[src/hdl/perf_pkg.sv]
`default_nettype none

package perf_pkg;

	typedef logic [31:0] word_t;
	typedef logic [31:0] addr_t;
	typedef logic [3:0]  strobe_t;
	typedef logic [15:0] count_t;
	typedef logic [7:0]  report_byte_t;
	typedef logic [1:0]  credit_t;

	typedef enum logic [1:0] {
		region_instr,
		region_data,
		region_unmapped
	} region_t;

	localparam addr_t INSTR_END  = 32'h1FF;
	localparam addr_t DATA_END   = 32'h3FF;
	localparam int    MEM_WORDS  = 256;
	localparam int    LINE_WORDS = 4;
	localparam int    DIR_LINES  = 8;

	localparam int MISS_PENALTY = 6;
	localparam int CLKS_PER_BIT = 4;
	localparam int TX_CREDITS   = 2;

	// Report order is instr rd, instr miss, data rd, data wr, data miss and unmapped
	localparam int NUM_COUNTERS = 6;
	localparam int REPORT_BYTES = 12;

endpackage

`default_nettype wire
[src/hdl/uart_tx.sv]
`timescale 1ns/100ps
`default_nettype none

module uart_tx (
	input  logic                  clk_cpu,
	input  logic                  rst,
	input  logic                  tx_push,
	input  perf_pkg::report_byte_t tx_byte,
	output logic                  tx_credit,
	output logic                  tx_idle,
	output logic                  tx_data
);
	import perf_pkg::*;

	typedef logic [$clog2(CLKS_PER_BIT)-1:0] bit_clk_t;
	typedef enum logic {tx_stopped, tx_shifting} tx_state_t;

	tx_state_t    state;
	report_byte_t queue [2];
	logic         wr_ptr;
	logic         rd_ptr;
	logic [1:0]   fill;
	logic         pop;
	logic [8:0]   shreg;
	logic [3:0]   bits_left;
	bit_clk_t     clk_cnt;

	assign pop     = (state == tx_stopped) && (fill != '0);
	assign tx_idle = (state == tx_stopped) && (fill == '0);

	always_ff @(posedge clk_cpu) begin
		if (tx_push)
			queue[wr_ptr] <= tx_byte;
	end

	always_ff @(posedge clk_cpu) begin
		if (rst) begin
			state     <= tx_stopped;
			wr_ptr    <= 1'b0;
			rd_ptr    <= 1'b0;
			fill      <= '0;
			tx_credit <= 1'b0;
			tx_data   <= 1'b1;
		end else begin
			tx_credit <= pop;
			fill      <= fill + 2'(tx_push) - 2'(pop);
			if (tx_push)
				wr_ptr <= !wr_ptr;
			if (pop) begin
				rd_ptr    <= !rd_ptr;
				shreg     <= {1'b1, queue[rd_ptr]}; // Stop bit rides above the data
				bits_left <= 4'd9;
				clk_cnt   <= bit_clk_t'(CLKS_PER_BIT - 1);
				tx_data   <= 1'b0;
				state     <= tx_shifting;
			end else if (state == tx_shifting) begin
				if (clk_cnt != '0) begin
					clk_cnt <= clk_cnt - 1'b1;
				end else if (bits_left != '0) begin
					tx_data   <= shreg[0];
					shreg     <= {1'b1, shreg[8:1]};
					bits_left <= bits_left - 1'b1;
					clk_cnt   <= bit_clk_t'(CLKS_PER_BIT - 1);
				end else begin
					state <= tx_stopped; // Stop bit has had its full time
				end
			end
		end
	end

endmodule

`default_nettype wire

[config.mk]
export PLATFORM = sky130hd
export DESIGN_NAME = uart_tx
export DESIGN_NICKNAME = d
export VERILOG_FILES = /design/src/hdl/perf_pkg.sv /design/src/hdl/uart_tx.sv
export SDC_FILE = /design/constraint.sdc
export NUM_CORES = 1
export LEC_CHECK = 0
export ABC_CLOCK_PERIOD_IN_PS = 2070
export BUFFER_PORTS_ARGS = -buffer_cell sky130_fd_sc_hd__buf_2
export CORE_MARGIN = 2
export CORE_UTILIZATION = 39
export DETAILED_ROUTE_END_ITERATION = 8
export PLACE_DENSITY = 0.58
export REMOVE_ABC_BUFFERS = 1
export SYNTH_ARGS = -nofsm -noshare
export SYNTH_HDL_FRONTEND = slang
export SYNTH_SLANG_ARGS = --single-unit
[constraint.sdc]
create_clock -name clk_cpu -period 2.07 [get_ports clk_cpu]
set_input_delay 0.3105 -clock clk_cpu [delete_from_list [all_inputs] [get_ports clk_cpu]]
set_output_delay 0.3105 -clock clk_cpu [all_outputs]
set_load 0.01 [all_outputs]
---- Yosys cells after proc, flatten, opt, wreduce, memory -nomap -nowiden ----
Memory sizes are Yosys's and may differ from the RTL's. A register that Yosys moved wholly into a read port is not among the register bits.
Index checks and enable logic that the tools add are counted.
word-level totals
  register bits after elaboration ......... 22
  RAM bits ................................ 16
  input port bits ......................... 11
  output and inout bits ................... 3
  word-level logic and storage cells ...... 54
  memories ................................ 1
memory list
  name   words  width  rd ports  clocked after Yosys merged registers in  write ports  RTL line       source
  queue  2      8      1         1                                        1            uart_tx.sv:19  report_byte_t queue [2];
operators by class
  add/subtract/negate cells ............... 4
  equal/unequal tests ..................... 1
  mux-type cells .......................... 22
  bitwise logic cells ..................... 2
  reduce and logical (&&, ||, !) cells .... 14
operators by type and width
  cell                                               count
  2-to-1 mux 9 bit                                   3
  2-to-1 mux 1 bit                                   12
  2-to-1 mux 4 bit                                   3
  2-to-1 mux 8 bit                                   1
  nonzero test 2 bit                                 4
  2-to-1 mux 2 bit                                   3
  AND reduction 3 bit                                2
  AND reduction 4 bit                                1
  nonzero test 4 bit                                 1
  subtractor 4 x 1 -> 4 bit (second input constant)  1
  nonzero test 3 bit                                 1
  adder 2 x 1 -> 2 bit                               1
  logical AND 1 bit                                  2
  zero test 1 bit                                    2
  zero test 2 bit                                    1
  != test 2 bit (second input constant)              1
  inverter 1 bit                                     2
  subtractor 2 x 1 -> 2 bit                          1
  subtractor 2 x 1 -> 2 bit (second input constant)  1

---- Depth between registers and ports, before layout ----
Gate-level depths: netlist of run 1.
  depth in word-level cells ............... 5
  gate-level depth with buffers ........... 7
  gate-level depth less buffers ........... 6

---- Worst setup path before layout of run 1 ----
OpenSTA, ideal clock, no wires.
  path type ............................... reg-to-reg
  start ................................... register bits_left[0]
  end ..................................... register bits_left[0], enable pin
  library setup time ...................... 0.385 ns
  data arrival time ....................... 1.589 ns
  required time ........................... 1.685 ns
  slack ................................... 0.097 ns
  cell stages (with the launch flop) ...... 6
  path buffers ............................ 0
  clock period less this slack ............ 1.973 ns
  cell sequence ........................... edfxtp_1 > inv_1 > ha_1 > or3b_4 > nand3_1 > a21oi_1
on the way
  word-level cells in the longest chain between the ends .. 3
RTL lines
  what                           RTL line       source
  start: declaration             uart_tx.sv:25  logic [3:0] bits_left;
  start signal: assignment       uart_tx.sv:62  bits_left <= bits_left - 1'b1;
  nonzero test 4 bit             uart_tx.sv:59  end else if (bits_left != '0) begin
  nonzero test 2 bit (no line)   n/a
  AND reduction 4 bit (no line)  n/a
No other way between the ends.
A chain may end at the register's enable or synchronous reset.

---- Worst setup path after layout of run 1 ----
  start ................................... register bits_left[0]
  end ..................................... register shreg[6], enable pin
on the way
  word-level cells in the longest chain between the ends .. 3
RTL lines
  what                           RTL line       source
  nonzero test 4 bit             uart_tx.sv:59
  nonzero test 2 bit (no line)   n/a
  AND reduction 4 bit (no line)  n/a
  end signal: assignment         uart_tx.sv:51  shreg <= {1'b1, queue[rd_ptr]};
  end signal: assignment         uart_tx.sv:61  shreg <= {1'b1, shreg[8:1]};
  end: declaration               uart_tx.sv:24  logic [8:0] shreg;
No other way between the ends.

==> flow_summary.ini, run 1 <==
[power_and_ir_drop]
vdd_ir_drop_max_uv = 515
power_per_cell_area_nw_per_um2 = 892
post-layout-total-power_mw = 1.53
leakagePower_nw = 0.637

[worst_hold_path]
worst_hold_check_path_type = in2reg
min-delay-start = tx_byte[1]

[clocking]
number_of_buffers_inserted_during_clock_tree_synthesis = 5
ctsHtreeMaxLevel = 2
post_cts_resize_count = 1
clkSlewWorstSetupHoldPaths_ns = 0.07
postCtsHoldBufs = 0
clock_insertion_delay_worst_skew_ns = 0.28
cts_num_sinks = 38
post-cts-setup-buffer-count = 0
cts_tree = built
cts_max_path_buffers = 2
cts-root-buf = sky130_fd_sc_hd__clkbuf_8

[routing]
detailedRoute.firstIterationViolations = 27
detail_route.vias_per_cell = 4.52
drc_errors = 0
routed-via-count = 809
ant_nets = 0
wl_per_cell_um = 10.9
total_wire_length_um = 1950
detail_route.first_pass.iterations = 4

[synthesis]
synthDistinctLibCells = 22
sequential_fraction_of_the_synthesis_area_pct = 71.1
yosysWarnings = 0
synthesis.area_per_instance_um2 = 13.6
synth_seq_cells = 38
netlist_instances = 110
mappedNetlistArea_um2 = 1490

[timing]
fmaxAchievable_ghz = 0.536
share_of_the_cycle_needed_by_the_critical_path_after_routing_pct = 90.2
slew_viol_final = 0
worst_rel_slew_slack_pct = 56.0
final-setup-viol-count = 0
setup_repair_after_global_routing_missed_its_margin = false
timing.final.hold_violations = 0
clock-skew-final_ns = 0.00569
timing_worst_slew_pin_value_ns = 0.659
period_minus_slack_ns = 1.87

[cells_and_area]
drive_gt1_share_pct = 21.4
antenna_cells = 0
area.growth.synth_to_final_pct = 15.1
final_std_cells_w_o_fill = 179
filler_cell_count = 328
final_nets = 144

[floorplan]
pin_count = 14
start_util_pct = 40.8
placement_rows = 22
die-width_um = 65.9
core_region_area_um2 = 3660
die_y_um = 65.9
design.die.area_um2 = 4340

[worst_setup_path]
cp-startpoint = bits_left[0]
crit_fanout = 12
worst_setup_path_start_kind = flip-flop
worst_ep_arrival_time_ns = 1.78
type_of_destination_of_the_critical_path = flip-flop
crit_required_ns = 1.98
worst-setup-path-type = reg2reg
r2r_start = bits_left[0]

[grt]
groute.usage.overall_pct = 11.3
grt_antenna_before_repair = 0
global_route_wire_length_before_repair_um = 3520
grt-ovfl-total = 0
grt_pass1_vias = 801
grt_max_degree = 19

[placement]
dp.final_hpwl_um = 1370
placement.io_buffers = 13
place.detailed.instances = 171
place.gp.congestion = 0.739

[job]
timing.max_cap.violations = 0

[run_status]
run_status = complete, no violations
-- cell type report --
cell class | instances | area, um2 | area share [%]
clock inverter | 3 | 16.3 | 0.947
multi-input combinational | 64 | 402 | 23.4
sequential | 38 | 1060 | 61.8
clock buffer | 5 | 68.8 | 4.01
tap | 48 | 60.1 | 3.50
timing repair buffer | 17 | 95.1 | 5.54
inverter | 4 | 15.0 | 0.874
-- cell families after synthesis --
logic type | after synthesis | share of synthesized area (%)
AO/OA/AOI/OAI | 12 | 4.86
XOR/XNOR | 5 | 2.93
adder cells (fa/ha/maj) | 3 | 2.51
buffers and inverters | 8 | 2.26
flip-flops | 38 | 71.1
multiplexers | 8 | 5.36
AND/OR/NAND/NOR | 36 | 11.0
-- per-layer routing --
layer	global-route usage [%]	wire, um	vias up
met3	5.11	69	4
met2	17.6	939	14
met4	6.25	27	0
met5	0	0	-
met1	12.8	914	365
li1	-	-	426
-- worst max-delay path: stages, from the launching register on --
cell	delay, ns
sky130_fd_sc_hd__edfxtp_1	0.35
sky130_fd_sc_hd__inv_1	0.05
sky130_fd_sc_hd__ha_1	0.21
sky130_fd_sc_hd__or3b_4	0.24
sky130_fd_sc_hd__nand3_1	0.11
sky130_fd_sc_hd__a21oi_2	0.56
-- stage by stage --
| stage | worst slack [ns] | TNS, ns | util, % | hold WS [ns] | area, um2 |
|---|---|---|---|---|---|
| final | 0.203 | 0 | 46.9 | 0.216 | 1720 |
| after global routing | 0.0511 | 0 | 46.9 | 0.187 | 1720 |
| after CTS | 0.162 | 0 | 46.9 | 0.202 | 1720 |
| after detailed placement | -0.201 | -2.40 | 44.5 | 0.489 | 1630 |
| after global placement | -0.0734 | -0.879 | 44.5 | 0.492 | 1630 |
| after floorplan | 0.0999 | 0 | - | 0.382 | 1470 |
-- registers in the layout (all words and copies together), names as in the netlist, named ones only --
name       cells
wr_ptr         1
shreg          8
tx_credit      1
queue         16
fill           2
state          1
clk_cnt        2
tx_data        1
bits_left      4
rd_ptr         1
-- cells in the final DEF, fill, tap and decap left out, types with 2 or more instances in the layout --
master                     instances
sky130_fd_sc_hd__ha_1              3
sky130_fd_sc_hd__xnor2_1           4
sky130_fd_sc_hd__nor3_1            4
sky130_fd_sc_hd__edfxtp_1         30
sky130_fd_sc_hd__buf_4             4
sky130_fd_sc_hd__o21ai_0           8
sky130_fd_sc_hd__dfxtp_1           8
sky130_fd_sc_hd__nor2_1           10
sky130_fd_sc_hd__buf_2            13
sky130_fd_sc_hd__nor2b_1           2
sky130_fd_sc_hd__inv_1             4
sky130_fd_sc_hd__mux2i_1           8
sky130_fd_sc_hd__clkbuf_8          5
sky130_fd_sc_hd__nand2_1          16
-- where the power goes --
group	internal [mW]	switching, mW	total (mW)
Sequential	0.887	0.0309	0.918
Combinational	0.0668	0.0767	0.143
Clock	0.230	0.242	0.472
-- path summary, 6_finish.rpt --
check / to / slack, ns / cells past startpoint
max: shreg[6] / 0.20 / 5
min: queue[1][1] / 0.22 / 1
max reg2reg: shreg[6] / 0.20 / 5
min reg2reg: tx_data / 0.51 / 1
-- synthesized netlist by cell type --
master	count	area share [%]
sky130_fd_sc_hd__edfxtp_1	30	60
sky130_fd_sc_hd__nand2_1	16	4.0
sky130_fd_sc_hd__nor2_1	10	2.5
sky130_fd_sc_hd__dfxtp_1	8	11
sky130_fd_sc_hd__mux2i_1	8	5.4
sky130_fd_sc_hd__o21ai_0	8	2.7
sky130_fd_sc_hd__inv_1	4	1.0
sky130_fd_sc_hd__nor3_1	4	1.3
sky130_fd_sc_hd__xnor2_1	4	2.3
sky130_fd_sc_hd__clkbuf_1	3	0.75
sky130_fd_sc_hd__ha_1	3	2.5
sky130_fd_sc_hd__nor2b_1	2	0.84
sky130_fd_sc_hd__a21oi_1	1	0.33
sky130_fd_sc_hd__a311o_1	1	0.67
sky130_fd_sc_hd__and2_1	1	0.42
sky130_fd_sc_hd__and4_4	1	0.75
sky130_fd_sc_hd__buf_4	1	0.50
sky130_fd_sc_hd__nand3_1	1	0.33
sky130_fd_sc_hd__o21ba_2	1	0.67
sky130_fd_sc_hd__o21bai_1	1	0.50
sky130_fd_sc_hd__or3b_4	1	0.75
sky130_fd_sc_hd__xor2_1	1	0.59
Power figures use the tool's default switching activity.
==> run 2: changes to the inputs <==
Settings changed: CTS_CLUSTER_DIAMETER from default to 60, RECOVER_POWER from default to 100.
==> flow_summary.ini, run 2 (same netlist as run 1, synthesis figures left out) <==
[routing]
detail_route.vias_per_cell = 4.50
ant_nets = 0
wl_per_cell_um = 10.9
detail_route.first_pass.iterations = 4
routed-via-count = 805
drc_errors = 0
detailedRoute.firstIterationViolations = 19
total_wire_length_um = 1950

[worst_setup_path]
type_of_destination_of_the_critical_path = flip-flop
path_cells = inv_1, ha_1, or3b_1, nand3_1, a21oi_2
worst_setup_path_start_kind = flip-flop
critical_path.slowest_cell = sky130_fd_sc_hd__a21oi_2
worst-setup-path-type = reg2reg
worst_ep_arrival_time_ns = 1.74
timing.reg2reg.setup_slack_ns = 0.24
crit_fanout = 12
longest_individual_stage_delay_on_the_worst_path_ns = 0.56
cp-startpoint = bits_left[1]
r2r_start = bits_left[1]
critical_path.reg2reg.endpoint = shreg[6]
crit_required_ns = 1.98
cp-endpoint = shreg[6]
rr_worst_depth = 5

[grt]
groute.usage.overall_pct = 11.3
grt_max_degree = 19
global_route_wire_length_before_repair_um = 3520
grt-ovfl-total = 0
grt_antenna_before_repair = 0
grt_pass1_vias = 801

[timing]
share_of_the_cycle_needed_by_the_critical_path_after_routing_pct = 88.3
timing_worst_slew_pin_value_ns = 0.675
slew_viol_final = 0
setup_repair_after_global_routing_missed_its_margin = false
final-setup-viol-count = 0
setup_tns_ns = 0
clock-skew-final_ns = 0.00519
worst_rel_slew_slack_pct = 55.0
timing.final.hold_violations = 0
period_minus_slack_ns = 1.83
fmaxAchievable_ghz = 0.547

[cells_and_area]
multi_input_area_um2 = 398
final_std_cells_w_o_fill = 179
final_nets = 144
largest_register = queue
drive_gt1_share_pct = 14.5
antenna_cells = 0
mostFrequentLayoutCells = sky130_fd_sc_hd__edfxtp_1 (30), sky130_fd_sc_hd__nand2_1 (16), sky130_fd_sc_hd__nor2_1 (10)
largest_reg_flops = 16
seq_area_um2 = 1060
reg.largest.list = queue x16, shreg x8, bits_left x4
final_common_cell = sky130_fd_sc_hd__edfxtp_1
area.growth.synth_to_final_pct = 13.9
filler_cell_count = 333

[clocking]
cts-root-buf = sky130_fd_sc_hd__clkbuf_8
cts_num_sinks = 38
clock_insertion_delay_worst_skew_ns = 0.28
ctsHtreeMaxLevel = 2
number_of_buffers_inserted_during_clock_tree_synthesis = 5
clkSlewWorstSetupHoldPaths_ns = 0.07
cts_max_path_buffers = 2
cts_tree = built

[floorplan]
core_region_area_um2 = 3660
die_y_um = 65.9
die-width_um = 65.9
pin_count = 14
start_util_pct = 40.8
placement_rows = 22
design.die.area_um2 = 4340

[job]
timing.max_cap.violations = 0

[placement]
place.gp.congestion = 0.739
place.detailed.instances = 171
dp.final_hpwl_um = 1370
placement.io_buffers = 13

[power_and_ir_drop]
total_switching_power_mw = 0.349
internal-power_mw = 1.18
vdd_ir_drop_max_uv = 515
leakagePower_nw = 0.618
power.share.combinational_pct = 9.0
p_clk_share_pct = 30.9
power.switching_fraction_pct = 22.9
power_per_cell_area_nw_per_um2 = 897
seq_power_share_pct = 60.1
post-layout-total-power_mw = 1.53

[run_status]
run_status = complete, no violations

[worst_hold_path]
worst_hold_check_path_type = in2reg
run 2: repair_timing:
item                                    CTS  global route
gates resized for setup                   1             0
hold buffers                              0             0
endpoints found under the setup margin   12             0
setup buffers                             0             0
run 2: metrics by stage:
step | area (um2) | hold WS [ns] | util (%) | worst slack (ns)
floorplan | 1470 | 0.382 | - | 0.0999
global placement | 1630 | 0.492 | 44.5 | -0.0734
detailed placement | 1630 | 0.489 | 44.5 | -0.201
CTS | 1720 | 0.202 | 46.9 | 0.162
global route | 1700 | 0.187 | 46.4 | 0.0863
finish | 1700 | 0.216 | 46.4 | 0.241
run 2: layer usage:
metal  track usage, %  vias up  routed length, um
li1                 -      426                  -
met4             6.25        0                 27
met1             12.8      363                922
met3             5.11        4                 66
met2             17.6       12                937
met5                0        -                  0
run 2: power by group through the flow:
stage / sequential (mW) / clock, mW / combinational [mW]
after floorplan: 0.930 / 0 / 0.0950
after global placement: 0.933 / 0 / 0.142
after detailed placement: 0.935 / 0 / 0.146
after CTS: 0.918 / 0.492 / 0.147
after global routing: 0.924 / 0.534 / 0.157
final: 0.918 / 0.471 / 0.137
run 2: worst max-delay path, delay by kind of cell, from the launching register on:
kind	cells	cell delay, ns
AOI/OAI and AO/OA	1	0.56
adders and majority gates	1	0.19
buffers and inverters	1	0.05
DFF	1	0.36
and+or+nand+nor	2	0.31
run 2: area by class of cell:
| type | instances | share of cell area [%] |
|---|---|---|
| flip-flops and latches | 38 | 62.4 |
| inverters | 4 | 0.883 |
| clock buffers | 5 | 4.05 |
| repair buffers | 17 | 4.78 |
| well taps | 48 | 3.53 |
| clock inverters | 3 | 0.957 |
| multi-input cells | 64 | 23.4 |
run 2: how the worst min path moves through the flow:
stage                     from     endpoint  slack [ns]  cells after the start
floorplan                  rst      fill[0]        0.38                      1
detailed placement     tx_data      tx_data        0.49                      1
global placement       tx_data      tx_data        0.49                      1
CTS                 tx_byte[7]  queue[0][7]        0.20                      1
global route        tx_byte[7]  queue[1][7]        0.19                      1
finish              tx_byte[1]  queue[1][1]        0.22                      1
==> run 3: changes to the inputs <==
Settings changed: ABC_CLOCK_PERIOD_IN_PS 2070 to 2300, PLACE_DENSITY 0.58 to 0.56.
Clock period 2.07 ns to 2.3 ns, I/O delays scaled along.
==> flow_summary.ini, run 3 (same netlist as run 1, synthesis figures left out) <==
[cells_and_area]
drive_gt1_share_pct = 14.1
largest_register = queue
largest_reg_flops = 16
filler_cell_count = 339
area.growth.synth_to_final_pct = 12.7
mostFrequentLayoutCells = sky130_fd_sc_hd__edfxtp_1 (30), sky130_fd_sc_hd__nand2_1 (16), sky130_fd_sc_hd__nor2_1 (10)
final_common_cell = sky130_fd_sc_hd__edfxtp_1
antenna_cells = 0
final_nets = 141
reg.largest.list = queue x16, shreg x8, bits_left x4

[placement]
placement.io_buffers = 13
preCtsSetupSlack_ns = 0.00902
dp.final_hpwl_um = 1370
place.gp.congestion = 0.692

[timing]
share_of_the_cycle_needed_by_the_critical_path_after_routing_pct = 81.9
timing.final.hold_violations = 0
timing_worst_slew_pin_value_ns = 0.729
period_minus_slack_ns = 1.88
fmaxAchievable_ghz = 0.531
final.setup.worst_slack_ns = 0.416
worst_rel_slew_slack_pct = 51.3
clock-skew-final_ns = 0.00785
slew_viol_final = 0
setup_tns_ns = 0
final-setup-viol-count = 0
setup_repair_after_global_routing_missed_its_margin = false

[routing]
ant_nets = 0
total_wire_length_um = 1950
detail_route.first_pass.iterations = 4
topRoutingLayerUsed = met4
wl_met2_um = 912
wl_per_cell_um = 11.1
detailroute.wirelength.met3_um = 108
routed-via-count = 814
drc_errors = 0
detailedRoute.firstIterationViolations = 18
routedLengthMet1_um = 873
detail_route.vias_per_cell = 4.63

[grt]
grt_max_degree = 19
grt_pass1_vias = 740
groute.usage.overall_pct = 10.4
global_route_wire_length_before_repair_um = 3230
grt-ovfl-total = 0
grt_antenna_before_repair = 0

[worst_setup_path]
r2r_start = bits_left[0]
crit_buf_inv = 1
critical_path.slowest_cell = sky130_fd_sc_hd__a21oi_2
path_cells = inv_1, ha_1, or3b_1, nand3_1, a21oi_2
timing.reg2reg.setup_slack_ns = 0.42
worst_ep_arrival_time_ns = 1.80
critPathTopFamily = compound AO/OA/AOI/OAI gates
worst-setup-path-type = reg2reg
type_of_destination_of_the_critical_path = flip-flop
worst_setup_path_start_kind = flip-flop
crit_fanout = 12
crit_required_ns = 2.22
cp-startpoint = bits_left[0]
longest_individual_stage_delay_on_the_worst_path_ns = 0.55

[power_and_ir_drop]
leakagePower_nw = 0.611
power.switching_fraction_pct = 22.7
total_switching_power_mw = 0.311
power_per_cell_area_nw_per_um2 = 813
internal-power_mw = 1.06
p_clk_share_pct = 30.9
vdd_ir_drop_max_uv = 423
power.share.combinational_pct = 8.8
seq_power_share_pct = 60.4

[clocking]
cts_max_path_buffers = 2
clock_insertion_delay_worst_skew_ns = 0.29
number_of_buffers_inserted_during_clock_tree_synthesis = 5
post-cts-setup-buffer-count = 0
ctsHtreeMaxLevel = 2
cts_num_sinks = 38
cts_tree = built
postCtsHoldBufs = 0
cts-root-buf = sky130_fd_sc_hd__clkbuf_8
clkSlewWorstSetupHoldPaths_ns = 0.07

[floorplan]
design.die.area_um2 = 4340
core_region_area_um2 = 3660
start_util_pct = 40.8
die-width_um = 65.9
placement_rows = 22
die_y_um = 65.9
pin_count = 14

[worst_hold_path]
min-delay-start = tx_byte[1]
worst_hold_check_path_type = in2reg

[run_status]
run_status = complete, no violations

[job]
timing.max_cap.violations = 0
-- run 3: repair_timing --
item / CTS / global route
setup endpoints to repair: 12 / 0
gates resized for setup: 1 / 0
hold endpoints to repair: 0 / 0
-- run 3: worst paths after layout --
kind	endpoint	cells past startpoint
setup / recovery	bits_left[3]	5
hold / removal	queue[1][1]	1
setup reg to reg	bits_left[3]	5
hold reg to reg	tx_data	1
-- run 3: worst reg2reg max path, cell delays in order, from the launching register on --
cell and delay [ns]:
sky130_fd_sc_hd__edfxtp_1 0.37, sky130_fd_sc_hd__inv_1 0.06, sky130_fd_sc_hd__ha_1 0.21, sky130_fd_sc_hd__or3b_1 0.20, sky130_fd_sc_hd__nand3_1 0.12, sky130_fd_sc_hd__a21oi_2 0.55
-- run 3: stage by stage --
stage | std cells | cell area, um2 | hold WS (ns) | util [%] | power, mW
floorplan | 106 | 1470 | 0.417 | - | 0.922
global placement | 168 | 1610 | 0.495 | 43.9 | 0.965
detailed placement | 168 | 1610 | 0.493 | 43.9 | 0.969
CTS | 176 | 1700 | 0.235 | 46.3 | 1.40
global route | 176 | 1680 | 0.236 | 46.0 | 1.44
finish | 176 | 1680 | 0.246 | 46.0 | 1.37
-- run 3: final cells by class --
| class | instances | area [um2] | share of cell area [%] |
|---|---|---|---|
| clock inverter | 3 | 16.3 | 0.967 |
| sequential | 38 | 1060 | 63.0 |
| timing repair buffer | 14 | 63.8 | 3.79 |
| multi-input combinational | 64 | 398 | 23.6 |
| inverter | 4 | 15.0 | 0.892 |
| clock buffer | 5 | 68.8 | 4.09 |
| tap | 48 | 60.1 | 3.57 |
-- run 3: layer usage --
metal	up-vias	GRT usage, %
met5	-	0
met3	8	4.26
met1	367	12.1
met2	18	16.0
met4	0	6.25
li1	421	-
-- run 3: power by group through the flow --
stage / combinational (mW) / clock (mW) / sequential [mW]
after floorplan: 0.0855 / 0 / 0.837
after global placement: 0.125 / 0 / 0.840
after detailed placement: 0.126 / 0 / 0.842
after CTS: 0.128 / 0.440 / 0.827
after global routing: 0.138 / 0.470 / 0.831
final: 0.120 / 0.422 / 0.826
